$ cat config.mk
export PLATFORM = sky130hd
export DESIGN_NAME = icache_ctrl
export DESIGN_NICKNAME = d
export VERILOG_FILES = /design/src/icache_pkg.sv /design/src/icache_ctrl.sv
export SDC_FILE = /design/constraint.sdc
export NUM_CORES = 1
export LEC_CHECK = 0
export ABC_AREA = 1
export ABC_CLOCK_PERIOD_IN_PS = 2300
export BUFFER_PORTS_ARGS = -buffer_cell sky130_fd_sc_hd__buf_2
export CAP_MARGIN = 10
export CORE_MARGIN = 2
export CORE_UTILIZATION = 42
export DETAILED_ROUTE_END_ITERATION = 10
export GPL_ROUTABILITY_DRIVEN = 0
export GPL_TIMING_DRIVEN = 0
export HOLD_SLACK_MARGIN = 0.08
export PLACE_DENSITY_LB_ADDON = 0.25
export RECOVER_POWER = 25
export SETUP_SLACK_MARGIN = 0.02
export SLEW_MARGIN = 5
export SYNTH_ARGS = -nofsm -noshare
export SYNTH_HDL_FRONTEND = slang
export SYNTH_SLANG_ARGS = --single-unit
$ cat constraint.sdc
create_clock -name clk -period 2.3 [get_ports clk]
set_input_delay 0.23 -clock clk [delete_from_list [all_inputs] [get_ports clk]]
set_output_delay 0.23 -clock clk [all_outputs]
set_load 0.05 [all_outputs]
$ cat src/icache_pkg.sv
// instruction cache geometry constants
// request address union with field and line views
// controller state encoding
package icache_pkg;

   // basic widths
   localparam int addr_width = 32;
   localparam int word_width = 32;

   // geometry, 4 KB over two ways
   localparam int line_words = 16;
   localparam int num_ways   = 2;
   localparam int num_sets   = 32;

   // address split
   localparam int byte_bits      = $clog2(word_width / 8);
   localparam int word_sel_bits  = $clog2(line_words);
   localparam int offset_bits    = word_sel_bits + byte_bits;
   localparam int index_bits     = $clog2(num_sets);
   localparam int tag_bits       = addr_width - index_bits - offset_bits;
   localparam int line_bits      = word_width * line_words;
   localparam int line_addr_bits = addr_width - offset_bits;

   // lookup and the stores decode tag/index/word
   typedef struct packed {
      logic [tag_bits-1:0]      tag;
      logic [index_bits-1:0]    index;
      logic [word_sel_bits-1:0] word;
      logic [byte_bits-1:0]     byte_sel;
   } addr_fields_t;

   // refill only needs the line number
   typedef struct packed {
      logic [line_addr_bits-1:0] line_addr;
      logic [offset_bits-1:0]    offset;
   } addr_line_t;

   typedef union packed {
      addr_fields_t fields;
      addr_line_t   line;
   } cache_addr_t;

   typedef enum logic [1:0] {
      state_idle,
      state_lookup,
      state_refill,
      state_respond
   } ctrl_state_t;

endpackage

$ cat src/icache_ctrl.sv
// request capture and response register
// idle / lookup / refill / respond FSM, store write strobes
`timescale 1ns/1ps

module icache_ctrl import icache_pkg::*; (
   input  logic                   clk,
   input  logic                   reset,

   // processor side
   input  logic                   ce,
   input  logic [addr_width-1:0]  addr,
   input  logic                   rdata_ready,
   output logic                   ce_ready,
   output logic [word_width-1:0]  rdata,
   output logic                   rdata_valid,

   // stage status
   input  logic                   hit,
   input  logic                   refill_done,
   input  logic [word_width-1:0]  hit_word,
   input  logic [word_width-1:0]  miss_word,

   output cache_addr_t            req_addr,
   output logic [index_bits-1:0]  rd_index,
   output logic                   lookup_en,
   output logic                   refill_start,
   output logic                   fill_we,
   output logic                   lru_we
);

   ctrl_state_t state;
   logic        accept;
   logic        hit_done;

   assign ce_ready = (state == state_idle);
   assign accept   = ce && ce_ready;

   // lookup takes two cycles, compare is valid in the second
   assign hit_done     = (state == state_lookup) && lookup_en && hit;
   assign refill_start = (state == state_lookup) && lookup_en && !hit;
   assign fill_we      = (state == state_refill) && refill_done;
   assign lru_we       = hit_done || fill_we;

   assign rd_index    = req_addr.fields.index;
   assign rdata_valid = (state == state_respond);

   always_ff @(posedge clk) begin
      if (reset) begin
         state     <= state_idle;
         lookup_en <= 1'b0;
      end else begin
         lookup_en <= (state == state_lookup) && !lookup_en;
         case (state)
            state_idle:    if (accept) state <= state_lookup;
            state_lookup:  if (lookup_en) state <= hit ? state_respond : state_refill;
            state_refill:  if (refill_done) state <= state_respond;
            state_respond: if (rdata_ready) state <= state_idle;
            default:       state <= state_idle;
         endcase
      end
   end

   // request address and response word
   always_ff @(posedge clk) begin
      if (accept) begin
         req_addr <= addr;
      end
      if (hit_done) begin
         rdata <= hit_word;
      end else if (fill_we) begin
         rdata <= miss_word;
      end
   end

endmodule

==> reports/metrics.sh <==
DP_WORST_SETUP_SLACK_NS=0.0299
WORST_SKEW_LATE_LATENCY_NS=0.32
CTS.REPAIR_TIMING.SETUP_BUFFER_COUNT=0
POST-SYNTH-TOP-AREA-FRACTION_PCT=70.8
STARTPOINT_CLASS='flop'
PIN_COUNT_OF_THE_BIGGEST_NET_ENTERING_GLOBAL_ROUTING=34
STATUS='finished, final reports clean'
TRITONCTS.NUM_BUFFERS=9
DRIVE_GT1_SHARE_PCT=58.2
POST_SYN_AREA_PER_CELL_UM2=19.1
FLOORPLAN.INITIALDENSITY_PCT=43.0
CTS_BUFFER_DEPTH=2
DESIGN.FINAL.NETS=467
NUMBER_OF_GLOBAL_ROUTE_VIAS_BEFORE_REPAIR=1967
WORST-SLEW-PIN-TRANSITION_NS=1.12
FINAL_HOLD_VIOL_COUNT=0
ENDPOINT_KIND='output pin'
ROUTED-VIA-COUNT=1926
N_ANTENNA_CELL=0
SHARE_OF_THE_YOSYS_CHIP_AREA_BELONGING_TO_REGISTERS_PCT=73.1
DETAIL_ROUTE.VIAS_PER_CELL=4.35
MAX_SLEW_MARGIN_PCT=25.1
R2R_CELLS=4
GR-TOTAL-OVERFLOW=0
AREA_GROWTH_PCT=55.3
MAXCLOCKFREQUENCY_GHz=0.464
FLOORPLAN.CORE_AREA_UM2=6310
FINAL_UTIL_PCT=66.7
CTS_TREE='yes'
GRT_ANTENNA_BEFORE_REPAIR=0
CLKTRANSATPATHREGS_NS=0.07
SYNTHMOSTINSTANTIATEDCELL='sky130_fd_sc_hd__edfxtp_1'
SYN_AREA_UM2=2710
TOTAL_POWER_DIVIDED_BY_CELL_AREA_nW_PER_UM2=1010
SYNTHESIS.NETS=248
SYNTH_AREA_LEADER_CELL='sky130_fd_sc_hd__edfxtp_1'
HEIGHT_OF_THE_DIE_UM=84.4
TIMING.HOLD.WORST_PATH_DEPTH=1
POWER.LEAKAGE_nW=1.96
CRIT_PATH_MAX_FANOUT=33
FINALNONFILLERCELLS=443
SYNTHCELLS=142
ROWS=29
YOSYS-TOP-CELLS-COUNT='64 x sky130_fd_sc_hd__edfxtp_1, 29 x sky130_fd_sc_hd__mux2_4, 13 x sky130_fd_sc_hd__nand2_1'
SYNTH-EDFF-COUNT=64
N_FILL_CELL=477
POST-ROUTE-PERIOD-UTIL_PCT=93.6
SYNTHFLOPTYPE='sky130_fd_sc_hd__edfxtp_1'
ROUTE.ANTENNA.REMAINING_NETS=0
MOST_AREA_CONSUMING_CELLS_AFTER_SYNTHESIS='sky130_fd_sc_hd__edfxtp_1 71%, sky130_fd_sc_hd__mux2_4 16%, sky130_fd_sc_hd__dfxtp_1 2.2%'
AVGROUTEDWIREPERCELL_UM=14.2
INITIALDRTVIOLATIONCOUNT=88
DP.FINAL_HPWL_UM=4490
HOLD_PATH.CLASS='in2reg'
MAXIMUM_CLOCK_SKEW_AT_FINAL_LAYOUT_NS=0.00802
WORSTPATHARRIVAL_NS=1.92
POSTROUTEWIRELENGTH_UM=6310
CTS.SINKS=67
CP.REQUIRED_NS=2.07
ROOT_BUF_CELL='sky130_fd_sc_hd__clkbuf_8'
GRTUSAGETOTAL_PCT=17.9
FINALHOLDWORSTSLACK_NS=0.104
TIMING_WORST_SETUP_PATH_TYPE='reg2out'
FINALSETUPVIOLCOUNT=0
SYNTH.DISTINCT_CELLS=15
GRT_SETUP_UNREPAIRED='no'
GRT_FIRST_PASS_WIRELENGTH_UM=9650
SETUP_TOTAL_NEGATIVE_SLACK_NS=0
CELL_COUNT_POST_PLACEMENT=395
FINALWORSTSETUPSLACK_NS=0.146
CTS_HTREE_LEVELS=3
IOS=177
FIRSTDRTPASSITERS=4
MAXCAPVIOLCOUNT=0
PORT-BUFFER-COUNT=176
YS_SEQ_ELEMENTS=67
FINAL_MAX_SLEW_VIOL_COUNT=0
YOSYSWARNINGCOUNT=0
VDD.IR_DROP.WORST_mV=0.610
REMAINING_DRC_ERRORS=0
FLOORPLAN.DIE_AREA_UM2=7120
PERIOD_MINUS_SLACK_NS=2.15
CHIPWIDTH_UM=84.4
SYNTHARSTFLOPSHARE_PCT=0
cells in the final DEF, fill, tap and decap left out, types with 2 or more instances in the layout:
master | netlist | routed
sky130_fd_sc_hd__clkbuf_1 | 0 | 19
sky130_fd_sc_hd__edfxtp_1 | 64 | 64
sky130_fd_sc_hd__bufinv_16 | 0 | 2
sky130_fd_sc_hd__buf_4 | 5 | 5
sky130_fd_sc_hd__dlygate4sd3_1 | 0 | 32
sky130_fd_sc_hd__clkbuf_8 | 0 | 9
sky130_fd_sc_hd__mux2_4 | 29 | 29
sky130_fd_sc_hd__buf_6 | 3 | 3
sky130_fd_sc_hd__a21oi_1 | 2 | 2
sky130_fd_sc_hd__mux2_2 | 3 | 3
sky130_fd_sc_hd__o21ai_0 | 2 | 2
sky130_fd_sc_hd__clkinv_1 | 0 | 2
sky130_fd_sc_hd__ha_1 | 4 | 4
sky130_fd_sc_hd__buf_2 | 0 | 157
sky130_fd_sc_hd__inv_1 | 8 | 8
sky130_fd_sc_hd__dfxtp_1 | 3 | 3
sky130_fd_sc_hd__nor2_1 | 3 | 3
sky130_fd_sc_hd__nand2_1 | 13 | 12
layout make-up:
cell class                      instances  area (µm²)  share of cell area [%]
Buffer                                  8        71.3                    1.69
Clock buffer                           10         128                    3.03
Clock inverter                          6        80.1                    1.90
Inverter                                8        30.0                   0.713
Multi-Input combinational cell         59         646                    15.3
Sequential cell                        67        1980                    47.1
Tap cell                               77        96.3                    2.29
Timing Repair Buffer                  208        1180                    28.0
per-layer routing:
metal  vias up  part of all wire, %  global-route usage [%]
met2       117                   47                    28.8
met5         -                    0                       0
li1        958                    -                       -
met4         0                 0.79                    6.20
met3         5                   10                    7.08
met1       846                   42                    22.1
kinds of logic (layout without fill, tap and decap cells):
kind of cell | after synthesis | count (layout) | synth area share (%)
simple gates | 19 | 19 | 3.32
compound gates | 4 | 4 | 0.738
mux | 32 | 32 | 17.3
flops | 67 | 67 | 73.1
fa+ha+maj | 4 | 4 | 1.85
buf+inv | 16 | 240 | 3.74
flip-flops by register name, indices dropped and copies added (netlist names):
register	cells
rdata	32
state	2
req_addr	32
lookup_en	1
final timing paths:
check,start,slack (ns),to
setup / recovery,state[0],0.15,lru_we
hold / removal,addr[11],0.10,req_addr[11]
setup reg to reg,state[0],0.32,req_addr[16]
hold reg to reg,state[0],0.56,state[0]
metrics by stage:
step	instance area (µm²)	power (mW)
2_1_floorplan	2720	2.88
3_3_place_gp	3690	3.22
3_5_place_dp	3690	3.25
4_1_cts	4230	4.32
5_1_grt	4210	4.46
6_report	4210	4.27
power by group:
group          internal [mW]  total (mW)  leakage (nW)  switching (mW)
sequential              1.63        1.71         0.620          0.0792
clock                  0.602        1.02         0.101           0.415
combinational          0.376        1.54          1.23            1.17
total                   2.61        4.27          1.96            1.66
critical path, cell delays in order (launching register included):
cell and delay, ns:
sky130_fd_sc_hd__dfxtp_1 0.41, sky130_fd_sc_hd__ha_1 0.29, sky130_fd_sc_hd__nand3_4 0.15, sky130_fd_sc_hd__buf_6 0.20, sky130_fd_sc_hd__nand2_8 0.22, sky130_fd_sc_hd__buf_2 0.32
what timing repair did:
item,CTS,global route
hold buffers,32,0
resized for setup,2,0
hold endpoints to repair,34,0
setup endpoints to repair,1,0
(Power assumes the default switching activity.)
