`src/icache_pkg.sv`:
```
// instruction cache geometry constants
// request address union with field and line views
// controller state encoding
package icache_pkg;

   // basic widths
   localparam int addr_width = 32;
   localparam int word_width = 32;

   // geometry, 4 KB over two ways
   localparam int line_words = 16;
   localparam int num_ways   = 2;
   localparam int num_sets   = 32;

   // address split
   localparam int byte_bits      = $clog2(word_width / 8);
   localparam int word_sel_bits  = $clog2(line_words);
   localparam int offset_bits    = word_sel_bits + byte_bits;
   localparam int index_bits     = $clog2(num_sets);
   localparam int tag_bits       = addr_width - index_bits - offset_bits;
   localparam int line_bits      = word_width * line_words;
   localparam int line_addr_bits = addr_width - offset_bits;

   // lookup and the stores decode tag/index/word
   typedef struct packed {
      logic [tag_bits-1:0]      tag;
      logic [index_bits-1:0]    index;
      logic [word_sel_bits-1:0] word;
      logic [byte_bits-1:0]     byte_sel;
   } addr_fields_t;

   // refill only needs the line number
   typedef struct packed {
      logic [line_addr_bits-1:0] line_addr;
      logic [offset_bits-1:0]    offset;
   } addr_line_t;

   typedef union packed {
      addr_fields_t fields;
      addr_line_t   line;
   } cache_addr_t;

   typedef enum logic [1:0] {
      state_idle,
      state_lookup,
      state_refill,
      state_respond
   } ctrl_state_t;

endpackage

```
`src/icache_tag_store.sv`:
```
// tag array per way with registered read
// valid bits per way and LRU bit per set, both cleared by reset
`timescale 1ns/1ps

module icache_tag_store import icache_pkg::*; (
   input  logic                               clk,
   input  logic                               reset,

   input  logic [index_bits-1:0]              rd_index,
   input  logic [index_bits-1:0]              wr_index,

   // line fill from the refill path
   input  logic                               fill_we,
   input  logic                               fill_way,
   input  logic [tag_bits-1:0]                fill_tag,

   // replacement update
   input  logic                               lru_we,
   input  logic                               lru_victim,

   output logic [num_ways-1:0][tag_bits-1:0]  way_tag,
   output logic [num_ways-1:0]                way_valid,
   output logic                               lru
);

   logic [tag_bits-1:0] tag_mem [num_ways][num_sets];

   logic [num_ways-1:0][num_sets-1:0] valid_bits;
   logic [num_sets-1:0]               lru_bits;

   // tag ram, read returns old contents on a same-edge write
   always_ff @(posedge clk) begin
      if (fill_we) begin
         tag_mem[fill_way][wr_index] <= fill_tag;
      end
      for (int w = 0; w < num_ways; w++) begin
         way_tag[w] <= tag_mem[w][rd_index];
      end
   end

   // valid and lru state
   always_ff @(posedge clk) begin
      if (reset) begin
         valid_bits <= '0;
         lru_bits   <= '0;
         way_valid  <= '0;
         lru        <= 1'b0;
      end else begin
         if (fill_we) begin
            valid_bits[fill_way][wr_index] <= 1'b1;
         end
         // lru names the way evicted next
         if (lru_we) begin
            lru_bits[wr_index] <= lru_victim;
         end
         for (int w = 0; w < num_ways; w++) begin
            way_valid[w] <= valid_bits[w][rd_index];
         end
         lru <= lru_bits[rd_index];
      end
   end

endmodule

```
`config.mk`:
```
export PLATFORM = sky130hd
export DESIGN_NAME = icache_tag_store
export DESIGN_NICKNAME = d
export VERILOG_FILES = /design/src/icache_pkg.sv /design/src/icache_tag_store.sv
export SDC_FILE = /design/constraint.sdc
export NUM_CORES = 1
export LEC_CHECK = 0
export BUFFER_PORTS_ARGS = -buffer_cell sky130_fd_sc_hd__buf_4
export CELL_PAD_IN_SITES_DETAIL_PLACEMENT = 1
export CELL_PAD_IN_SITES_GLOBAL_PLACEMENT = 1
export CORE_ASPECT_RATIO = 1.4
export CORE_MARGIN = 3
export CORE_UTILIZATION = 44
export CTS_BUF_LIST = sky130_fd_sc_hd__clkbuf_8
export CTS_CLUSTER_SIZE = 12
export DETAILED_ROUTE_END_ITERATION = 8
export HOLD_SLACK_MARGIN = 0.12
export PLACE_DENSITY = 0.72
export SYNTH_ARGS = -nofsm -noshare
export SYNTH_HDL_FRONTEND = slang
export SYNTH_SLANG_ARGS = --single-unit
```
`constraint.sdc`:
```
create_clock -name clk -period 3 [get_ports clk]
set_input_delay 0.6 -clock clk [delete_from_list [all_inputs] [get_ports clk]]
set_output_delay 0.6 -clock clk [all_outputs]
set_load 0.05 [all_outputs]
```
==> tab_implementation.tex <==
\begin{tabular}{lr}
\hline
Metric & Value \\
\hline
\multicolumn{2}{l}{\textbf{Setup path}} \\
\quad Worst endpoint data arrival time & 1.75 ns \\
\quad Type of the setup path with the least slack & reg2out \\
\quad WP data required & between 2 and 2.5 ns \\
\quad Worst setup path end & way\_tag[28] \\
\quad Critical Path End Type & output pin \\
\quad Crit-path max cell delay & 0.57 ns \\
\quad Worst reg2reg startpoint & tag\_mem[1][125] \\
\quad Largest delay contributor family on the critical path & flip-flops \\
\quad Startpoint Class & register \\
\quad Worst R2R Setup Slack & 0.98 ns \\
\quad Ordered list of cells on the worst path & buf\_4 \\
\quad CP Buf/Inv Count & 1 \\
\quad CP Depth & 1 \\
\quad Top fanout value on the critical path & 1 \\
\quad Slowest-stage cell, CP & sky130\_fd\_sc\_hd\_\_dfxtp\_1 \\
\quad First element of the critical path & way\_tag[28] \\
\quad Worst Reg-to-Reg Cells & 4 \\
\quad R2r endpoint & way\_tag[41] \\
\multicolumn{2}{l}{\textbf{STA}} \\
\quad Timing-limited maximum frequency & 0.425 GHz \\
\quad Hold violation total from the final report & 0 \\
\quad Worst Skew & 0.0349 ns \\
\quad Minimum period implied by the final worst setup slack & between 2 and 2.5 ns \\
\quad Setup-violating endpoint count in the final report & 0 \\
\quad Setup repair after global routing missed its margin & no \\
\quad Final period util & 78.5\% \\
\quad Max-slew violation total from the final report & 0 \\
\quad Setup Total Neg Slack & 0 ns \\
\quad Relative slew margins & a little under half \\
\quad Tightest Pin Transition & between 0.8 and 0.9 ns \\
\multicolumn{2}{l}{\textbf{Floorplanning}} \\
\quad Number of top-level pins & 82 \\
\quad Core Area & 126000 um2 \\
\quad Full die area & 132000 um2 \\
\quad Die width & 307 um \\
\quad Vertical die dimension & 428 um \\
\quad Number of placement rows & 154 \\
\quad Starting utilization of the core area & 44.4\% \\
\multicolumn{2}{l}{\textbf{CTS}} \\
\quad Sinks on Clock Net & 1485 \\
\quad Clock Root Buffer & sky130\_fd\_sc\_hd\_\_clkbuf\_8 \\
\quad TritonCTS clock tree & done \\
\quad H-tree levels & 4 \\
\quad TritonCTS Buffers & 212 \\
\quad Clk Latency, worst-skew pair & 0.91 ns \\
\quad Max Root-Sink Buffers & 3 \\
\quad Postcts setup bufs & 0 \\
\quad Clock slew at the register clock pins of the worst setup and hold paths & about 0.07 ns \\
\multicolumn{2}{l}{\textbf{Power and ir drop}} \\
\quad Power per cell area & approximately 640 nW/um2 \\
\quad Peak supply drop & 459 uV \\
\quad Static leakage & 0.0208 uW \\
\multicolumn{2}{l}{\textbf{Placement}} \\
\quad Quantity of I/O buffers inserted on ports & 81 \\
\quad Post-DP Area & 60300 um2 \\
\quad Placer's final routability congestion estimate & 0.794 \\
\quad Detailed placement HPWL & just under 90 mm \\
\multicolumn{2}{l}{\textbf{Detailed routing}} \\
\quad Detailed-route wire length per cell & 32.2 um \\
\quad Routed wl met3 & 9.87 mm \\
\quad Iteration count of the initial detailed-routing pass & 5 \\
\quad DRC & 0 \\
\quad Total length of routed met2 wires & around 79 mm \\
\quad Number of vias after detailed routing & between 20000 and 30000 \\
\quad WL met1 & 55.7 mm \\
\quad Vias/cell & between 5 and 6 \\
\quad Number of DRC markers after the initial detailed-route iteration & 2655 \\
\quad Final WL & 151 mm \\
\quad Top routing layer in use & met5 \\
\quad Number of routed nets with antenna violations & 0 \\
\multicolumn{2}{l}{\textbf{Yosys}} \\
\quad Cell taking the most area after synthesis & sky130\_fd\_sc\_hd\_\_edfxtp\_1 \\
\quad Post-synthesis net count & between 2000 and 3000 \\
\quad Synthesized cell area & 56000 um2 \\
\quad Post-synth top area share & 72.1\% \\
\quad Post-synthesis instance total & 2556 \\
\quad Count of state elements after synthesis & between 1000 and 1500 \\
\quad Mux share of post-synthesis cell area & around 18\% \\
\quad Arithmetic-cell share of the synthesized area counting full adders, half adders and majority gates & 0\% \\
\quad Simple-gate portion of the synthesized area & under 10\% \\
\quad Distinct cell type count of the synthesized netlist & 40 \\
\quad Largest family of logic cells by synthesized area & multiplexers \\
\quad Fraction of the mapped netlist area in compound gates & 1.08\% \\
\quad Share of the synthesized netlist area taken by xor and xnor gates & 0\% \\
\quad Seq/Total Area, Yosys & 77.1\% \\
\quad Largest cells by area after synthesis & sky130\_fd\_sc\_hd\_\_edfxtp\_1 (72\%), sky130\_fd\_sc\_hd\_\_mux4\_2 (18\%), sky130\_fd\_sc\_hd\_\_dfxtp\_1 (5.0\%) \\
\quad Yosys synthesis warning count & 0 \\
\quad Post-Synthesis Mean Instance Area & 21.9 um2 \\
\multicolumn{2}{l}{\textbf{Cells and area}} \\
\quad Nets & 2895 \\
\quad Growth of design area from synthesis to finish & 15.3\% \\
\quad Final standard cell area without fillers & 64500 um2 \\
\quad Fraction of final layout cells with drive strength greater than 1 & 33.7\% \\
\multicolumn{2}{l}{\textbf{Job}} \\
\quad \# Max-Cap Violations & 0 \\
\multicolumn{2}{l}{\textbf{GRT}} \\
\quad Largest net degree at the start of global routing & 69 \\
\quad Total Routing Usage GR & 23.1\% \\
\quad Global route overflow & 0 \\
\quad Global-route wire length before repair & 216 mm \\
\quad Number of global-route vias before repair & between 30000 and 40000 \\
\quad Antenna violations before repair & 4 \\
\multicolumn{2}{l}{\textbf{Worst hold path}} \\
\quad Hold path startpoint & fill\_tag[18] \\
\quad Hold Path Class & in2reg \\
\multicolumn{2}{l}{\textbf{Outcome}} \\
\quad Run status & finished clean \\
\hline
\end{tabular}
## synthesized netlist by cell type
cell and count:
sky130_fd_sc_hd__or3b_2 2, sky130_fd_sc_hd__edfxtp_1 1344, sky130_fd_sc_hd__nand2b_1 1, sky130_fd_sc_hd__mux2i_1 15, sky130_fd_sc_hd__a21o_1 1, sky130_fd_sc_hd__buf_4 6
sky130_fd_sc_hd__nor2b_1 7, sky130_fd_sc_hd__o21ai_0 4, sky130_fd_sc_hd__clkbuf_1 64, sky130_fd_sc_hd__nor3b_1 6, sky130_fd_sc_hd__o41ai_1 1, sky130_fd_sc_hd__a31oi_1 1
sky130_fd_sc_hd__nor3_1 17, sky130_fd_sc_hd__and3_1 3, sky130_fd_sc_hd__buf_6 4, sky130_fd_sc_hd__nand2_1 53, sky130_fd_sc_hd__mux2_2 3, sky130_fd_sc_hd__buf_1 21
sky130_fd_sc_hd__buf_2 46, sky130_fd_sc_hd__clkinv_1 1, sky130_fd_sc_hd__a21oi_1 34, sky130_fd_sc_hd__dfxtp_1 141, sky130_fd_sc_hd__a311o_1 1, sky130_fd_sc_hd__nand3b_1 3
sky130_fd_sc_hd__o21ai_1 42, sky130_fd_sc_hd__and3b_1 4, sky130_fd_sc_hd__inv_1 43, sky130_fd_sc_hd__a311oi_1 1, sky130_fd_sc_hd__or3_1 2, sky130_fd_sc_hd__a22oi_1 2
sky130_fd_sc_hd__a2111oi_0 1, sky130_fd_sc_hd__a221o_1 1, sky130_fd_sc_hd__a221oi_1 1, sky130_fd_sc_hd__nand4_1 1, sky130_fd_sc_hd__nand3_1 8, sky130_fd_sc_hd__nor2_1 215
sky130_fd_sc_hd__mux4_2 438, sky130_fd_sc_hd__or2_2 1, sky130_fd_sc_hd__and2_1 1, sky130_fd_sc_hd__a211oi_1 16
## routing by layer
layer  GRT usage (%)  vias to the layer above
li1                -                    11200
met2            40.3                     1270
met4            9.63                        2
met1            28.4                    15000
met5               0                        -
met3            4.25                      327
## flip-flops by register name (all words and copies together) (netlist names)
signal	count
lru	1
way_valid	2
way_tag	42
tag_mem	1344
lru_bits	32
valid_bits	64
## metrics by stage
stage	cells	hold WS, ns	worst slack, ns	total power [uW]	utilization (%)
6_report	4688	0.212	0.645	41000	51.2
4_1_cts	4683	0.130	0.505	41400	51.2
5_1_grt	4684	0.209	0.580	42400	51.2
3_3_place_gp	4281	0.443	0.0659	25700	47.9
3_5_place_dp	4281	0.460	0.0298	25800	47.9
2_1_floorplan	2556	0.432	0.364	24600	-
## worst min-delay path by stage
stage,endpoint,depth (start not counted)
after floorplan,valid_bits[48],2
after global placement,valid_bits[25],2
after detailed placement,valid_bits[16],2
after CTS,tag_mem[0][18],1
after global routing,tag_mem[0][564],1
final,tag_mem[0][564],1
## cell usage in the layout (no fill, tap or decap), types with 17 or more instances in the layout
cell	netlist	routed
sky130_fd_sc_hd__buf_4	6	145
sky130_fd_sc_hd__clkinv_2	0	32
sky130_fd_sc_hd__clkbuf_8	0	236
sky130_fd_sc_hd__edfxtp_1	1344	1344
sky130_fd_sc_hd__o21ai_1	42	42
sky130_fd_sc_hd__inv_1	43	120
sky130_fd_sc_hd__a21oi_1	34	34
sky130_fd_sc_hd__nand2_1	53	53
sky130_fd_sc_hd__clkinv_1	1	35
sky130_fd_sc_hd__buf_12	0	81
sky130_fd_sc_hd__dfxtp_1	141	141
sky130_fd_sc_hd__nor3_1	17	17
sky130_fd_sc_hd__mux4_2	438	438
sky130_fd_sc_hd__nor2_2	0	64
sky130_fd_sc_hd__nor2_1	215	151
## kinds of logic after synthesis
family / count (synthesis)
AO/OA/AOI/OAI: 106
buffers and inverters: 185
flip-flops: 1485
multiplexers: 456
AND/OR/NAND/NOR: 324
## layout make-up
type                            instances  area, um2
Timing Repair Buffer                  229       2750
Clock inverter                        165        971
Inverter                               44        170
Antenna cell                            5       12.5
Sequential cell                      1485      43200
Multi-Input combinational cell        886      12200
Clock buffer                          236       3250
Tap cell                             1638       2050
Fill cell                           11200      61500
## report_power, final
group          internal, uW  leakage [uW]  switching, uW
registers             22700        0.0132            129
logic                   948       0.00513           1470
clock network          8090       0.00245           7620
## timing repair
action / CTS / global route
resized for setup: 0 / 0
hold buffers: 1 / 0
endpoints found under the hold margin: 1 / 0
Power figures use the tool's default switching activity.
