$ cat config.mk
export PLATFORM = sky130hd
export DESIGN_NAME = icache_lookup
export DESIGN_NICKNAME = d
export VERILOG_FILES = /design/src/icache_pkg.sv /design/src/icache_lookup.sv
export SDC_FILE = /design/constraint.sdc
export NUM_CORES = 1
export LEC_CHECK = 0
export BUFFER_PORTS_ARGS = -buffer_cell sky130_fd_sc_hd__buf_2
export CORE_AREA = 2 2 69 71
export DETAILED_ROUTE_END_ITERATION = 8
export DIE_AREA = 0 0 71 73
export PLACE_DENSITY = 0.74
export SLEW_MARGIN = 20
export SYNTH_ARGS = -nofsm -noshare
export SYNTH_HDL_FRONTEND = slang
export SYNTH_SLANG_ARGS = --single-unit
$ cat constraint.sdc
create_clock -name vclk -period 1.9
set_input_delay 0.285 -clock vclk [all_inputs]
set_output_delay 0.285 -clock vclk [all_outputs]
set_load 0.05 [all_outputs]
$ cat src/icache_pkg.sv
// instruction cache geometry constants
// request address union with field and line views
// controller state encoding
package icache_pkg;

   // basic widths
   localparam int addr_width = 32;
   localparam int word_width = 32;

   // geometry, 4 KB over two ways
   localparam int line_words = 16;
   localparam int num_ways   = 2;
   localparam int num_sets   = 32;

   // address split
   localparam int byte_bits      = $clog2(word_width / 8);
   localparam int word_sel_bits  = $clog2(line_words);
   localparam int offset_bits    = word_sel_bits + byte_bits;
   localparam int index_bits     = $clog2(num_sets);
   localparam int tag_bits       = addr_width - index_bits - offset_bits;
   localparam int line_bits      = word_width * line_words;
   localparam int line_addr_bits = addr_width - offset_bits;

   // lookup and the stores decode tag/index/word
   typedef struct packed {
      logic [tag_bits-1:0]      tag;
      logic [index_bits-1:0]    index;
      logic [word_sel_bits-1:0] word;
      logic [byte_bits-1:0]     byte_sel;
   } addr_fields_t;

   // refill only needs the line number
   typedef struct packed {
      logic [line_addr_bits-1:0] line_addr;
      logic [offset_bits-1:0]    offset;
   } addr_line_t;

   typedef union packed {
      addr_fields_t fields;
      addr_line_t   line;
   } cache_addr_t;

   typedef enum logic [1:0] {
      state_idle,
      state_lookup,
      state_refill,
      state_respond
   } ctrl_state_t;

endpackage

$ cat src/icache_lookup.sv
// tag compare across ways, hit way and hit word select
// victim choice and next lru value
`timescale 1ns/1ps

module icache_lookup import icache_pkg::*; (
   input  cache_addr_t                          req_addr,

   // registered store outputs for the request set
   input  logic [num_ways-1:0][tag_bits-1:0]    way_tag,
   input  logic [num_ways-1:0]                  way_valid,
   input  logic                                 lru,
   input  logic [num_ways-1:0][word_width-1:0]  way_word,

   output logic                                 hit,
   output logic                                 hit_way,
   output logic                                 victim_way,
   output logic [word_width-1:0]                hit_word,
   output logic                                 lru_victim
);

   logic [num_ways-1:0] way_hit;

   always_comb begin
      for (int w = 0; w < num_ways; w++) begin
         way_hit[w] = way_valid[w] && (way_tag[w] == req_addr.fields.tag);
      end
   end

   assign hit = |way_hit;

   // a line lives in one way only, so any match is the match
   always_comb begin
      hit_way = 1'b0;
      for (int w = 0; w < num_ways; w++) begin
         if (way_hit[w]) begin
            hit_way = 1'(w);
         end
      end
   end

   assign hit_word = way_word[hit_way];

   // evict the least recently used way
   assign victim_way = lru;

   // after a hit or a fill the other way becomes lru
   assign lru_victim = hit ? ~hit_way : ~victim_way;

endmodule

==> results of run 1 <==
==> layout make-up <==
cell class	instances	area [um^2]
fill	356	1640
timing repair buffer	193	1470
tap	54	67.6
multi-input combinational	99	1360
==> layout by cell type, fill, tap and decap left out <==
cell type | synthesis | routed
buf_16 | 0 | 2
nor3b_2 | 0 | 1
buf_2 | 0 | 115
mux2_4 | 30 | 30
nor4_2 | 1 | 3
and3b_1 | 1 | 1
xnor2_4 | 0 | 9
mux2_2 | 2 | 2
buf_12 | 0 | 1
xor2_1 | 7 | 7
buf_6 | 3 | 50
or2_1 | 1 | 1
nand4_1 | 13 | 13
nor2_1 | 1 | 1
buf_4 | 1 | 17
xnor2_1 | 35 | 6
nor4_1 | 3 | 1
and4_4 | 0 | 1
buf_8 | 0 | 7
a21oi_2 | 0 | 1
clkbuf_16 | 0 | 1
xnor2_2 | 0 | 20
nand2b_2 | 0 | 1
nand4_2 | 1 | 1
==> per-stage QoR <==
| step | setup WS [ns] | std cells | setup TNS, ns | instance area [um^2] |
|---|---|---|---|---|
| final | -0.390 | 346 | -12.08 | 2900 |
| after global routing | -0.442 | 346 | -13.93 | 2900 |
| after CTS | -0.382 | 344 | -11.20 | 2730 |
| after detailed placement | -0.440 | 339 | -14.50 | 2180 |
| after global placement | -0.382 | 339 | -12.66 | 2180 |
| after floorplan | -0.0101 | 103 | -0.299 | 1160 |
==> per-layer routing <==
| metal | vias up | wire length, um | GRT usage [%] | share of wire [%] |
|---|---|---|---|---|
| met4 | 0 | 75 | 2.10 | 1.4 |
| met5 | - | 0 | 0 | 0 |
| met1 | 719 | 1820 | 19.1 | 34 |
| li1 | 759 | - | - | - |
| met3 | 8 | 403 | 2.49 | 7.6 |
| met2 | 105 | 3030 | 37.5 | 57 |
==> worst max path at each step <==
stage                       from      endpoint  slack [ns]  depth (start not counted)
finish              req_addr[24]   hit_word[4]       -0.39                          9
global route        req_addr[24]   hit_word[4]       -0.44                          9
CTS                 req_addr[19]  hit_word[21]       -0.38                          9
detailed placement  req_addr[26]   hit_word[4]       -0.44                          8
global placement    req_addr[26]  hit_word[21]       -0.38                          8
floorplan           req_addr[15]           hit       -0.01                          5
==> tightest hold or removal path: stages <==
cell     delay, ns
buf_2         0.09
a21oi_2       0.05
buf_6         0.14
==> logic make-up after synthesis <==
| kind of cell | Yosys count |
|---|---|
| xor+xnor | 42 |
| simple gates | 24 |
| mux | 32 |
| compound gates | 1 |
| buf+inv | 4 |
==> power groups by stage <==
| stage | Clock (mW) | Combinational, mW | Sequential (mW) |
|---|---|---|---|
| floorplan | 0 | 0.313 | 0 |
| global placement | 0 | 0.552 | 0 |
| detailed placement | 0 | 0.560 | 0 |
| CTS | 0 | 0.686 | 0 |
| global route | 0 | 0.765 | 0 |
| finish | 0 | 0.724 | 0 |
==> what timing repair did <==
item | in CTS | in global routing
buffers inserted | 4 | 1
endpoints found under the setup margin | 35 | 35
gates resized for setup | 115 | 28
cloned | 2 | 1
pin swaps | 12 | 12
==> results.json, run 1 <==
{
  "timing_worst_slew_pin_value_ns": 0.286,
  "final_antenna_net_count": 0,
  "slowest_stage_cell_on_the_critical_path": "nor4_2",
  "die_w_um": 71,
  "hpwlAfterDp_mm": 3.81,
  "final.period_utilization_pct": 121,
  "mappedNetlistNets": 244,
  "total_leakage_power_nw": 1.56,
  "internal_power_uw": 393,
  "clockPowerShare_pct": 0,
  "hold_path_class": "primary input to output port",
  "hold_depth": 3,
  "buffer_ports.inserted": 166,
  "synth_cell_types": 17,
  "count_of_mapped_cells_out_of_synthesis": 103,
  "synth-seq-area-share_pct": 0,
  "crit_arrival_ns": 2.00,
  "viasPerCell": 4.60,
  "first_global_vias": 1683,
  "synthMuxAreaShare_pct": 44.9,
  "crit_family": "simple AND/OR/NAND/NOR gates",
  "synth_top_family_by_area": "multiplexers",
  "post_synth_and_or_nand_nor_area_fraction_pct": 15.8,
  "finalWirelength_mm": 5.33,
  "ctsHoldBuffers": 0,
  "synth.cell_area_mm2": 0.00105,
  "worst_setup_path_start_kind": "primary input",
  "worst_hold_startpoint": "lru",
  "wire_length_of_the_first_global_routing_pass_mm": 7.55,
  "timing.critical_path.to_type": "output port",
  "timing.max_cap.violations": 0,
  "ys_warn_count": 0,
  "area_growth_syn_to_layout_pct": 175,
  "report.final.slew_viol_count": 0,
  "sequential_cell_area_um2": 0,
  "yosysTopAreaCell": "mux2_4",
  "p_per_area_mw_per_mm2": 250,
  "switching_share_pct": 45.7,
  "initial_antenna_violation_count": 0,
  "failing_checks": "negative setup slack",
  "portion_of_total_power_attributed_to_combinational_logic_pct": 100.0,
  "core_mm2": 0.00454,
  "maximum_clock_frequency_mhz": 437,
  "synth_most_common_cell": "xnor2_1",
  "holdWs_ns": 0.856,
  "report.final.hold_viol_count": 0,
  "layout.core_utilization_pct": 63.9,
  "maximum_number_of_pins_on_one_net_before_global_route_repair": 17,
  "setup_viol_count_final": 34,
  "timing.final.crit_period_ns": 2.29,
  "syn-mean-instance-area_um2": 10.2,
  "max_stage_delay_ns": 0.36,
  "outcome": "finished, violations left",
  "design.portCount": 177,
  "grt_setup_unrepaired": "yes",
  "finalWorstSetupSlack_ns": -0.390,
  "path_buf_inv": 4,
  "initial_utilization_pct": 23.2,
  "std_cell_rows": 25,
  "drt_first_iter_violations": 7,
  "drt-wirelength-per-cell_um": 15.4,
  "path_common_cell": "buf_6",
  "post_synth_xor_area_fraction_pct": 34.9,
  "finish.net_count": 435,
  "ir_drop_uv": 138,
  "netlist_top_cells_count": "35 x xnor2_1, 30 x mux2_4, 13 x nand4_1",
  "hold_path_end": "lru_victim",
  "count_of_vias_placed_by_the_detailed_router": 1591,
  "floorplan.die_area_mm2": 0.00518,
  "drc": 0,
  "worst-setup-path-type": "primary input to output port",
  "synth_area_leaders": "mux2_4 43%, xnor2_1 29%, nand4_1 7.7%",
  "synth-adder-area-share_pct": 0,
  "grt_remaining_overflow": 0,
  "routabilityCongestion": 0.752,
  "crit_required_ns": 1.62,
  "synth_largest_type_area_fraction_pct": 42.8,
  "grt_use_total_pct": 17.9,
  "path_max_fanout": 8,
  "numSequentialCells": 0,
  "p_sw_uw": 330,
  "complex_gate_fraction_of_the_synthesized_area_pct": 0.475,
  "die_height_um": 73,
  "num_antenna_cells": 0,
  "sequentialPowerShare_pct": 0,
  "drt-pass1-iter-count": 4,
  "clockBufferCount": 0,
  "totalPowerFinal_uw": 724,
  "fraction_of_final_layout_cells_with_drive_strength_greater_than_1_pct": 89.7,
  "relSlewSlack_pct": 80.8,
  "cells_along_the_critical_path": "buf_8 > xnor2_4 > nand4_1 > nor4_2 > nand4_2 > buf_6 > clkbuf_16 > mux2_4 > buf_6"
}
Note: power is estimated with default switching activity, not from simulation.
==> run 2, diff against run 1 <==
--- a/config.mk
+++ b/config.mk
@@ -5,11 +5,12 @@
 export SDC_FILE = /design/constraint.sdc
 export NUM_CORES = 1
 export LEC_CHECK = 0
-export BUFFER_PORTS_ARGS = -buffer_cell sky130_fd_sc_hd__buf_2
+export BUFFER_PORTS_ARGS = -buffer_cell sky130_fd_sc_hd__buf_4
 export CORE_AREA = 2 2 69 71
 export DETAILED_ROUTE_END_ITERATION = 8
 export DIE_AREA = 0 0 71 73
-export PLACE_DENSITY = 0.74
+export PLACE_DENSITY = 0.78
+export SETUP_SLACK_MARGIN = 0.1
 export SLEW_MARGIN = 20
 export SYNTH_ARGS = -nofsm -noshare
 export SYNTH_HDL_FRONTEND = slang
==> run 2 against run 1 <==
Against the previous run:
- the run still ends with negative setup slack left
- largest power group unchanged
- count of clock-buffer cells in the layout did not move
- wire length fell by 1.5%
- flip-flop and latch count did not move
- global-route usage rose by 0.31 points
- total power rose by 9.8%
- largest cell class unchanged
- highest routed layer unchanged
==> results.json, run 2 (same netlist as run 1, synthesis figures left out) <==
{
  "outcome": "finished, violations left",
  "failing_checks": "negative setup slack",
  "final.period_utilization_pct": 114,
  "timing.max_cap.violations": 0,
  "finalWirelength_mm": 5.25,
  "wire_length_of_the_first_global_routing_pass_mm": 7.58,
  "maximum_number_of_pins_on_one_net_before_global_route_repair": 33,
  "die_height_um": 73,
  "setup_viol_count_final": 34,
  "grt_remaining_overflow": 0,
  "floorplan.die_area_mm2": 0.00518,
  "fillCellCount": 346,
  "grt_use_total_pct": 18.2,
  "die_w_um": 71,
  "first_global_vias": 1575,
  "drt_first_iter_violations": 3,
  "post-place-ws_ns": -0.372,
  "report.final.hold_viol_count": 0,
  "maximum_clock_frequency_mhz": 463,
  "core_mm2": 0.00454,
  "layout_common_cells": "138 x buf_4, 49 x buf_6, 30 x mux2_4, 19 x xnor2_2, 13 x nand4_1",
  "count_of_vias_placed_by_the_detailed_router": 1537,
  "grt_setup_unrepaired": "yes",
  "viasPerCell": 4.43,
  "timing_worst_slew_pin_value_ns": 0.237,
  "layoutNonFillerInstCount": 347,
  "buffer_ports.inserted": 166,
  "dpl-instance-area_mm2": 0.00265,
  "initial_utilization_pct": 23.2,
  "report.final.slew_viol_count": 0,
  "drc": 0,
  "sequential_cell_area_um2": 0,
  "drt-pass1-iter-count": 2,
  "crit_required_ns": 1.62,
  "post-place-cells": 346,
  "fraction_of_final_layout_cells_with_drive_strength_greater_than_1_pct": 88.7,
  "holdWs_ns": 0.851,
  "final_antenna_net_count": 0,
  "path_max_fanout": 32,
  "finish.net_count": 436,
  "total_leakage_power_nw": 1.63,
  "timing.final.crit_period_ns": 2.16,
  "design.portCount": 177,
  "ir_drop_uv": 141,
  "clockBufferCount": 0,
  "crit_arrival_ns": 1.87,
  "area_growth_syn_to_layout_pct": 195,
  "most_common_cell_after_layout_fill_and_taps_aside": "buf_4",
  "finalWorstSetupSlack_ns": -0.259,
  "postLayoutCellArea_mm2": 0.00311,
  "timing.critical_path.to_type": "output port",
  "initial_antenna_violation_count": 0,
  "num_antenna_cells": 0,
  "relSlewSlack_pct": 84.1,
  "worst-setup-path-type": "primary input to output port",
  "drt-wirelength-per-cell_um": 15.1,
  "numSequentialCells": 0,
  "routabilityCongestion": 0.792,
  "hold_path_class": "primary input to output port",
  "p_per_area_mw_per_mm2": 256,
  "worst_setup_path_start_kind": "primary input",
  "std_cell_rows": 25
}
-- run 2: layout make-up --
class | instances | area [um^2] | share of cell area [%]
timing repair buffer | 194 | 1700 | 54.7
multi-input combinational | 99 | 1340 | 43.2
tap | 54 | 67.6 | 2.17
-- run 2: what timing repair did --
item                                    CTS  global route
endpoints found under the hold margin     0             0
gates resized for setup                  59            29
pin swaps                                17            11
endpoints found under the setup margin   35            35
hold buffers                              0             0
buffers inserted                          0             3
-- run 2: worst paths after layout --
| check | cells past startpoint | start | slack (ns) | to |
|---|---|---|---|---|
| setup / recovery | 8 | req_addr[20] | -0.26 | hit_word[4] |
| hold / removal | 2 | lru | 0.85 | victim_way |
-- run 2: through the flow --
step                utilization [%]  power [mW]  setup TNS (ns)
finish                         68.5       0.795           -8.16
global route                   68.5       0.835          -10.99
CTS                            64.9       0.756           -9.21
detailed placement             58.4       0.679          -12.09
global placement               58.4       0.668          -11.63
floorplan                         -       0.313          -0.299
-- run 2: routing by layer --
metal  GRT usage, %  wire length [um]  vias up  share of wire, %
met3           3.45               417        4               7.9
met2           39.0              3130       84                60
met4           1.89                52        0              0.99
li1               -                 -      762                 -
met1           18.3              1640      687                31
met5              0                 0        -                 0
-- run 2: report_power, final --
part	leakage (nW)	internal [mW]	switching, mW
Clock	0	0	0
Sequential	0	0	0
Combinational	1.63	0.468	0.327
-- run 2: worst max-delay path, cell delays in order --
cell	delay, ns
buf_4	0.13
xnor2_2	0.17
nand4_1	0.11
nor4_2	0.30
nand4_2	0.16
buf_12	0.22
mux2_4	0.32
buf_6	0.15
