**src/icache_pkg.sv**
```systemverilog
// instruction cache geometry constants
// request address union with field and line views
// controller state encoding
package icache_pkg;

   // basic widths
   localparam int addr_width = 32;
   localparam int word_width = 32;

   // geometry, 4 KB over two ways
   localparam int line_words = 16;
   localparam int num_ways   = 2;
   localparam int num_sets   = 32;

   // address split
   localparam int byte_bits      = $clog2(word_width / 8);
   localparam int word_sel_bits  = $clog2(line_words);
   localparam int offset_bits    = word_sel_bits + byte_bits;
   localparam int index_bits     = $clog2(num_sets);
   localparam int tag_bits       = addr_width - index_bits - offset_bits;
   localparam int line_bits      = word_width * line_words;
   localparam int line_addr_bits = addr_width - offset_bits;

   // lookup and the stores decode tag/index/word
   typedef struct packed {
      logic [tag_bits-1:0]      tag;
      logic [index_bits-1:0]    index;
      logic [word_sel_bits-1:0] word;
      logic [byte_bits-1:0]     byte_sel;
   } addr_fields_t;

   // refill only needs the line number
   typedef struct packed {
      logic [line_addr_bits-1:0] line_addr;
      logic [offset_bits-1:0]    offset;
   } addr_line_t;

   typedef union packed {
      addr_fields_t fields;
      addr_line_t   line;
   } cache_addr_t;

   typedef enum logic [1:0] {
      state_idle,
      state_lookup,
      state_refill,
      state_respond
   } ctrl_state_t;

endpackage

```
**src/icache_refill.sv**
```systemverilog
// miss refill: burst address generator and word counter
// line assembly buffer and miss word select
`timescale 1ns/1ps

module icache_refill import icache_pkg::*; (
   input  logic                   clk,
   input  logic                   reset,

   input  logic                   refill_start,
   input  cache_addr_t            req_addr,

   // memory read burst
   input  logic [word_width-1:0]  mem_rdata,
   input  logic                   mem_rdata_valid,
   output logic                   mem_ce,
   output logic [addr_width-1:0]  mem_addr,

   output logic                   refill_done,
   output logic [line_bits-1:0]   line_buf,
   output logic [word_width-1:0]  miss_word
);

   logic                     active;
   logic [word_sel_bits-1:0] word_cnt;
   logic                     take;

   assign take = active && mem_rdata_valid;

   // burst control
   always_ff @(posedge clk) begin
      if (reset) begin
         active      <= 1'b0;
         word_cnt    <= '0;
         refill_done <= 1'b0;
      end else begin
         refill_done <= 1'b0;
         if (refill_start) begin
            active   <= 1'b1;
            word_cnt <= '0;
         end else if (take) begin
            word_cnt <= word_cnt + 1'b1;
            // last word of the line
            if (word_cnt == '1) begin
               active      <= 1'b0;
               refill_done <= 1'b1;
            end
         end
      end
   end

   // address and line data
   always_ff @(posedge clk) begin
      if (refill_start) begin
         mem_addr <= {req_addr.line.line_addr, {offset_bits{1'b0}}};
      end else if (take) begin
         mem_addr <= mem_addr + addr_width'(word_width / 8);
         // words enter at the top, word 0 ends up lowest
         line_buf <= {mem_rdata, line_buf[line_bits-1:word_width]};
      end
   end

   assign mem_ce = active;

   assign miss_word = line_buf[req_addr.fields.word*word_width +: word_width];

endmodule

```
**config.mk**
```make
export PLATFORM = sky130hd
export DESIGN_NAME = icache_refill
export DESIGN_NICKNAME = d
export VERILOG_FILES = /design/src/icache_pkg.sv /design/src/icache_refill.sv
export SDC_FILE = /design/constraint.sdc
export NUM_CORES = 1
export LEC_CHECK = 0
export ABC_AREA = 1
export BUFFER_PORTS_ARGS = -buffer_cell sky130_fd_sc_hd__clkbuf_2
export CELL_PAD_IN_SITES_DETAIL_PLACEMENT = 1
export CELL_PAD_IN_SITES_GLOBAL_PLACEMENT = 2
export CORE_MARGIN = 8
export CORE_UTILIZATION = 25
export CTS_CLUSTER_SIZE = 12
export DETAILED_ROUTE_END_ITERATION = 6
export HOLD_SLACK_MARGIN = 0.05
export PLACE_DENSITY_LB_ADDON = 0.1
export SYNTH_ARGS = -nofsm -noshare
export SYNTH_HDL_FRONTEND = slang
export SYNTH_SLANG_ARGS = --single-unit
```
**constraint.sdc**
```tcl
create_clock -name clk -period 12.95 [get_ports clk]
set_input_delay 1.9425 -clock clk [delete_from_list [all_inputs] [get_ports clk]]
set_output_delay 1.9425 -clock clk [all_outputs]
set_load 0.01 [all_outputs]
```
==> out/results.txt, run 1 <==
Largest net degree at the start of global routing = 206
Area growth syn-to-layout = 27.3%
Max Transition Viols Final = 0
Global-route wire length before repair = 133 mm
Slew @ Worst Pin = 1050 ps
Resized Gates After CTS = 0
HPWL after DPL = 67.1 mm
Initial Util = 25.0%
Post-synth EDFFs = 538
Final nets = 2,657
Initial antenna violation count = 2
Share of cells above drive strength 1 = 28.6%
GP Congestion = 0.784
Cell Area, Synth = 23,200 um2
Achievable frequency = 0.156 GHz
Die area = 103,000 um2
Port bufs = 641
Synth Flop Type = edfxtp_1
Worst Setup SP = req_addr[4]
Final setup violation count = 0
CTS tree = yes
Setup crit start kind = primary input
Clk buf depth = 3
Asr flop ratio synth = 0%
Worst-Skew Late Latency = 620 ps
DRC = 0
FF-to-FF Start = mem_ce
Setup TNS Final = 0 ps
Pre-antenna DRT Iters = 7
RSZ-0062 raised after global routing = no
Gr usage total = 17.4%
Power Density = 142 nW/um2
DR WL/cell = 24.0 um
Final period util = 49.6%
Worst-path clk slew = 60 ps
First DRT Iteration DRCs = 1,109
Root Buffer Master = clkbuf_16
Inst Count DP = 3,766
Via/cell ratio = 4.41
Synthesized flop and latch total = 548
Setup Crit Path Kind = primary input to output port
Largest fanout on the critical path = 51
Top-Level Pins = 646
Core area = 92,800 um2
Post-synthesis sequential area ratio = 70.4%
Via Count = 17.2k
Post-Syn Instances = 1,967
Post-CTS Setup Bufs = 0
Synth unique cells = 34
Crit end category = output port
Synth warn = 0
CP cell instances = buf_4 -> clkinv_2 -> buf_4 -> nand3_1 -> nand3_1 -> nand2_1 -> clkbuf_2
Final Critical Period = 6420 ps
Skew final = 23.4 ps
Critical path's top delay family = buffers and inverters
Height of the die = 321 um
Worst VDD drop = 0.0733 mV
Crit-path slowest cell = buf_4
Hold Slack = 463 ps
Num Clock Sinks = 548
Status = completed
Hold_buf cts = 0
Core Util, Final = 31.9%
Worst path bufs/invs = 4
Total power after layout = 4210 uW
Die width = 321 um
Number of CTS-inserted buffers = 73
Post-route ant nets = 0
Total Wirelength = 93.5 mm
Crit path largest cell delay = 510 ps
Final Hold Fails = 0
HP Start = line_buf[438]
Post-Layout Cell Count = 3,896
Arrival time of the worst setup path = 4480 ps
Gr ovfl total = 0
Pleak = 0.0120 uW
Row cnt = 112
Required @ worst endpoint = 11,010 ps
Max transition margin = 29.8%
Vias in the first global route = 17.6k
Hold Path Class = flip-flop to flip-flop
Syn_area_per_cell = 11.8 um2
CTS H-Tree Depth = 3
Max-Cap Viols = 0
[cell usage after synthesis, types with 2 or more instances]
library cell	n	area share (%)
ha_1	2	0.11
nor3b_1	4	0.13
clkbuf_1	33	0.53
dfxtp_1	10	0.86
nand4_1	4	0.11
nand3b_1	3	0.097
edfxtp_1	538	70
buf_1	12	0.19
nand3_1	217	4.7
nor2_1	63	1.0
a21oi_1	134	2.9
nor2_2	2	0.054
buf_4	10	0.32
o211ai_1	130	4.2
inv_1	290	4.7
o21ai_0	56	1.2
buf_2	17	0.37
buf_6	36	1.7
o21ai_1	90	1.9
nand2_1	296	4.8
nor3_1	5	0.11
clkbuf_2	3	0.065
[sequential cells by signal, summed over array words and instances, names as in the netlist]
| name | cells |
|---|---|
| mem_ce | 1 |
| line_buf | 512 |
| word_cnt | 4 |
| mem_addr | 30 |
| refill_done | 1 |
[final cells by class]
type                    instances  area (um2)
fillers                     10400       63200
flip-flops and latches        548       16400
multi-input cells            1016        5020
repair buffers                656        3380
clock buffers                  98        1970
well taps                    1254        1570
inverters                     292        1100
clock inverters                31         179
diodes                          1        2.50
[cell usage in the layout, fill, tap and decap left out, types with 2 or more instances in the layout]
cell / n
nand4_1: 4
clkinvlp_4: 2
nand3_1: 217
conb_1: 2
nor3b_1: 4
nor2_1: 63
buf_12: 3
inv_1: 289
buf_4: 13
clkbuf_1: 22
nor2_2: 2
clkinv_2: 8
ha_1: 2
inv_6: 3
clkbuf_2: 638
o21ai_1: 90
o211ai_1: 130
nor3_1: 5
clkinv_1: 17
clkbuf_16: 75
o21ai_0: 56
a21oi_1: 134
dfxtp_1: 10
buf_8: 2
nand2_1: 296
edfxtp_1: 538
nand3b_1: 3
[per-stage QoR]
stage	setup slack [ps]	area [um2]
2_1_floorplan	3930	23200
6_report	6530	29600
5_1_grt	6320	29600
4_1_cts	6420	29600
3_5_place_dp	6430	27400
3_3_place_gp	6440	27400
[layer usage]
metal / global-route usage [%] / up-vias / share of wire (%)
met3: 5.50 / 102 / 7.4
met2: 27.8 / 522 / 46
met5: 0 / - / 0
li1: - / 8154 / -
met1: 22.5 / 8417 / 44
met4: 5.54 / 0 / 2.7
[kinds of logic (layout without fill, tap and decap cells)]
logic type,count (synthesis),count (layout),share of synthesized area (%)
xor gates and xnor gates,1,1,0.0377
AOI/OAI and AO/OA,413,413,10.3
and+or+nand+nor,598,598,11.1
buffers and inverters,404,1077,8.01
DFF,548,548,70.4
other,1,3,0.0161
adders and majority gates,2,2,0.108
[final timing paths]
| check | to | slack (ps) | depth (start not counted) |
|---|---|---|---|
| setup / recovery | miss_word[31] | 6530 | 7 |
| hold / removal | line_buf[406] | 460 | 0 |
| setup reg to reg | line_buf[192] | 9170 | 6 |
| hold reg to reg | line_buf[406] | 460 | 0 |
[report_power, final]
| group | internal [uW] | switching, uW |
|---|---|---|
| registers | 1990 | 39.8 |
| logic | 89.4 | 215 |
| clock network | 1080 | 789 |
| total | 3160 | 1040 |
(Power assumes the default switching activity.)
==> run 2, diff against run 1 <==
- clock period: 12.95 -> 6.3 ns (I/O delays scaled with it)
==> out/results.txt, run 2 (synthesized netlist as in run 1, its figures left out) <==
Num Clock Sinks = 548
Max transition margin = 38.8%
Height of the die = 321 um
Crit-path slowest cell = clkinv_2
Fillers = 10.5k
Worst path bufs/invs = 4
First DRT Iteration DRCs = 1,263
Final Cell Area = 29,800 um2
Pleak = 0.0121 uW
DRC = 0
Final Critical Period = 4310 ps
Root Buffer Master = clkbuf_16
Largest net degree at the start of global routing = 122
Worst-path clk slew = 60 ps
Slew @ Worst Pin = 918 ps
Setup Crit Path Kind = primary input to output port
Via Count = 17.2k
Skew final = 20.4 ps
Global-route wire length before repair = 133 mm
Total power after layout = 8730 uW
Setup crit start kind = primary input
CTS H-Tree Depth = 3
Crit end category = output port
Port bufs = 641
Power Density = 293 nW/um2
Required @ worst endpoint = 5350 ps
Final Hold Fails = 0
Die area = 103,000 um2
Final setup violation count = 0
Crit path largest cell delay = 590 ps
Total Wirelength = 93.4 mm
Most frequent cells in the layout = 638 x clkbuf_2, 538 x edfxtp_1, 296 x nand2_1
Arrival time of the worst setup path = 3360 ps
Max-Cap Viols = 0
Worst R2R Setup Slack = 3480 ps
Initial Util = 25.0%
Pre-antenna DRT Iters = 5
Largest fanout on the critical path = 31
DR WL/cell = 23.9 um
Via/cell ratio = 4.41
Core area = 92,800 um2
Post-CTS Setup Bufs = 0
Clk buf depth = 3
Achievable frequency = 0.232 GHz
Initial antenna violation count = 3
Die width = 321 um
Gr usage total = 17.4%
Worst VDD drop = 0.171 mV
Worst-Skew Late Latency = 620 ps
CP cell instances = buf_4 -> clkinv_2 -> buf_4 -> nand3_1 -> nand3_1 -> nand2_1 -> clkbuf_2
Final period util = 68.4%
Hold_buf cts = 0
Setup TNS Final = 0 ps
Post-route ant nets = 0
Vias in the first global route = 17.8k
Biggest register = line_buf
Gr ovfl total = 0
Largest register FFs = 512
Max Transition Viols Final = 0
CTS tree = yes
Largest regs = line_buf: 512 flops, mem_addr: 30 flops, word_cnt: 4 flops
Share of cells above drive strength 1 = 28.9%
GP Congestion = 0.801
Area growth syn-to-layout = 28.2%
HPWL after DPL = 68.0 mm
Commonest non-fill, non-tap cell in the layout = clkbuf_2
Cell Area, Placed = 27,600 um2
Row cnt = 112
Critical path's top delay family = buffers and inverters
Number of CTS-inserted buffers = 69
Status = completed
Final nets = 2,659
Resized Gates After CTS = 0
RSZ-0062 raised after global routing = no
Hold Path Class = flip-flop to flip-flop
Top-Level Pins = 646
[run 2: changes by cell type in the layout (fill, tap and decap cells not counted)]
cell / delta
clkinv_2: +5
inv_16: +3
bufinv_16: +4
clkinv_1: -1
inv_6: -1
clkinv_4: -1
buf_4: -3
buf_12: +9
clkinv_8: +1
clkbuf_1: -4
clkbuf_8: -1
diode_2: +4
clkinvlp_4: -2
clkbuf_16: -5
[run 2: worst paths after layout]
| kind | from | to | depth (start not counted) |
|---|---|---|---|
| worst max-delay path | req_addr[4] | miss_word[27] | 7 |
| worst min-delay path | line_buf[252] | line_buf[220] | 0 |
| worst max register to register | mem_ce | line_buf[386] | 5 |
| worst min register to register | line_buf[252] | line_buf[220] | 0 |
[run 2: worst reg2reg max path: stages (launching register included)]
cell and delay (ps):
dfxtp_1 390, nand2_2 200, inv_1 270, nand2_1 200
inv_8 550, buf_4 790
[run 2: metrics by stage]
stage	utilization [%]	worst slack [ps]	instances	hold slack, ps
after global placement	29.7	1920	3772	459
final	32.1	1990	3904	464
after detailed placement	29.7	1930	3772	465
after CTS	32.1	1930	3899	457
after global routing	32.1	1870	3901	470
after floorplan	-	1020	1968	454
[run 2: cell type report]
cell class,instances,area (um2),share of cell area (%)
Antenna cell,5,12.5,0.0420
Tap cell,1254,1570,5.27
Timing Repair Buffer,662,3540,11.9
Multi-Input combinational cell,1016,5020,16.9
Clock inverter,39,364,1.22
Sequential cell,548,16400,54.9
Inverter,292,1100,3.71
Clock buffer,88,1820,6.11
[run 2: power breakdown]
part / leakage, uW / switching [uW] / internal, uW
Sequential: 0.00502 / 83.0 / 4080
Clock: 0.00107 / 1660 / 2270
Combinational: 0.00601 / 440 / 193
Total: 0.0121 / 2180 / 6550
[run 2: per-layer routing]
metal	wire length [um]	global-route usage, %
met1	41300	22.6
met2	42700	27.4
met3	6660	5.47
met4	2710	5.51
met5	0	0
==> run 3, diff against run 2 <==
- clock period: 6.3 -> 4.11 ns (I/O delays scaled with it)
==> out/results.txt, run 3 (synthesized netlist as in run 1, its figures left out) <==
Crit path largest cell delay = 600 ps
Share of cells above drive strength 1 = 29.3%
Skew final = 21.6 ps
Row cnt = 112
Commonest non-fill, non-tap cell in the layout = clkbuf_2
Via/cell ratio = 4.42
Status = completed
Most common cell on crit path = nand3_1
Via Count = 17.3k
RSZ-0062 raised after global routing = no
Final setup violation count = 0
Final Critical Period = 2990 ps
Arrival time of the worst setup path = 2370 ps
Achievable frequency = 0.335 GHz
HPWL after DPL = 69.7 mm
Die area = 103,000 um2
Root Buffer Master = clkbuf_16
Initial antenna violation count = 3
Clk buf depth = 3
Global-route wire length before repair = 133 mm
Most frequent cells in the layout = 638 x clkbuf_2, 538 x edfxtp_1, 296 x nand2_1
Setup TNS Final = 0 ps
Largest register FFs = 512
Final Hold Fails = 0
Worst VDD drop = 0.269 mV
Initial Util = 25.0%
Largest net degree at the start of global routing = 85
Max Transition Viols Final = 0
Worst setup margin = 1130 ps
DR WL/cell = 24.0 um
Post-CTS Setup Bufs = 0
Die width = 321 um
Setup crit start kind = primary input
Hold_buf cts = 0
GP Congestion = 0.800
Crit-path slowest cell = buf_4
Largest fanout on the critical path = 63
CTS H-Tree Depth = 3
Pre-CTS setup slack = 1150 ps
Largest regs = line_buf: 512 flops, mem_addr: 30 flops, word_cnt: 4 flops
Worst-path clk slew = 50 ps
Num Clock Sinks = 548
Port bufs = 641
Resized Gates After CTS = 0
Final period util = 72.6%
Pleak = 0.0122 uW
First DRT Iteration DRCs = 1,224
Top-Level Pins = 646
Vias in the first global route = 17.8k
Number of CTS-inserted buffers = 68
Required @ worst endpoint = 3490 ps
Total Wirelength = 93.7 mm
Biggest register = line_buf
Total power after layout = 13,200 uW
Pre-antenna DRT Iters = 4
Fillers = 10.5k
Setup Crit Path Kind = primary input to output port
Post-route ant nets = 0
Power Density = 442 nW/um2
Gr ovfl total = 0
Gr usage total = 17.4%
Slew @ Worst Pin = 657 ps
Core area = 92,800 um2
Max-Cap Viols = 0
Area growth syn-to-layout = 28.7%
CP cell instances = buf_8 -> buf_4 -> o21ai_0 -> nand3_1 -> nand3_1 -> nand2_1 -> clkbuf_2
DRC = 0
Worst-Skew Late Latency = 630 ps
CTS tree = yes
Max transition margin = 56.1%
Height of the die = 321 um
Final nets = 2,680
Hold Path Class = primary input to flip-flop
Crit end category = output port
-- run 3: per-stage QoR --
| stage | cell area, um2 | std cells | hold slack, ps | utilization [%] |
|---|---|---|---|---|
| floorplan | 23200 | 1968 | 454 | - |
| global placement | 27800 | 3794 | 459 | 30.0 |
| detailed placement | 27800 | 3794 | 462 | 30.0 |
| CTS | 29900 | 3903 | 101 | 32.2 |
| global route | 29900 | 3905 | 117 | 32.2 |
| finish | 29900 | 3906 | 169 | 32.2 |
-- run 3: worst max-delay path, delay by kind of cell --
kind / cells / cell delay (ps)
AO/OA/AOI/OAI: 1 / 200
AND/OR/NAND/NOR: 3 / 410
buffers and inverters: 3 / 1060
-- run 3: area by class of cell --
type	instances	area (um2)	area share (%)
well taps	1254	1570	5.24
diodes	3	7.51	0.0251
inverters	292	1100	3.69
clock inverters	21	228	0.761
repair buffers	684	3770	12.6
multi-input cells	1016	5020	16.8
clock buffers	88	1860	6.22
flip-flops and latches	548	16400	54.7
-- run 3: power breakdown --
| part | leakage (uW) | switching [uW] | internal [uW] |
|---|---|---|---|
| sequential | 0.00502 | 128 | 6260 |
| combinational | 0.00613 | 680 | 311 |
| clock | 0.00102 | 2410 | 3420 |
| total | 0.0122 | 3220 | 9990 |
-- run 3: worst paths after layout --
check / startpoint / endpoint / cells after the start / slack [ps]
max: req_addr[2] / miss_word[23] / 7 / 1130
min: mem_rdata[4] / line_buf[484] / 1 / 170
max reg2reg: mem_ce / line_buf[488] / 6 / 1620
min reg2reg: line_buf[248] / line_buf[216] / 0 / 460
-- run 3: routing by layer --
metal | wire length (um) | part of all wire (%) | track usage, % | up-vias
li1 | - | - | - | 8196
met1 | 41300 | 44 | 22.5 | 8424
met2 | 43000 | 46 | 27.5 | 536
met3 | 6630 | 7.1 | 5.36 | 109
met4 | 2710 | 2.9 | 6.22 | 2
met5 | 13 | 0.014 | 0 | -
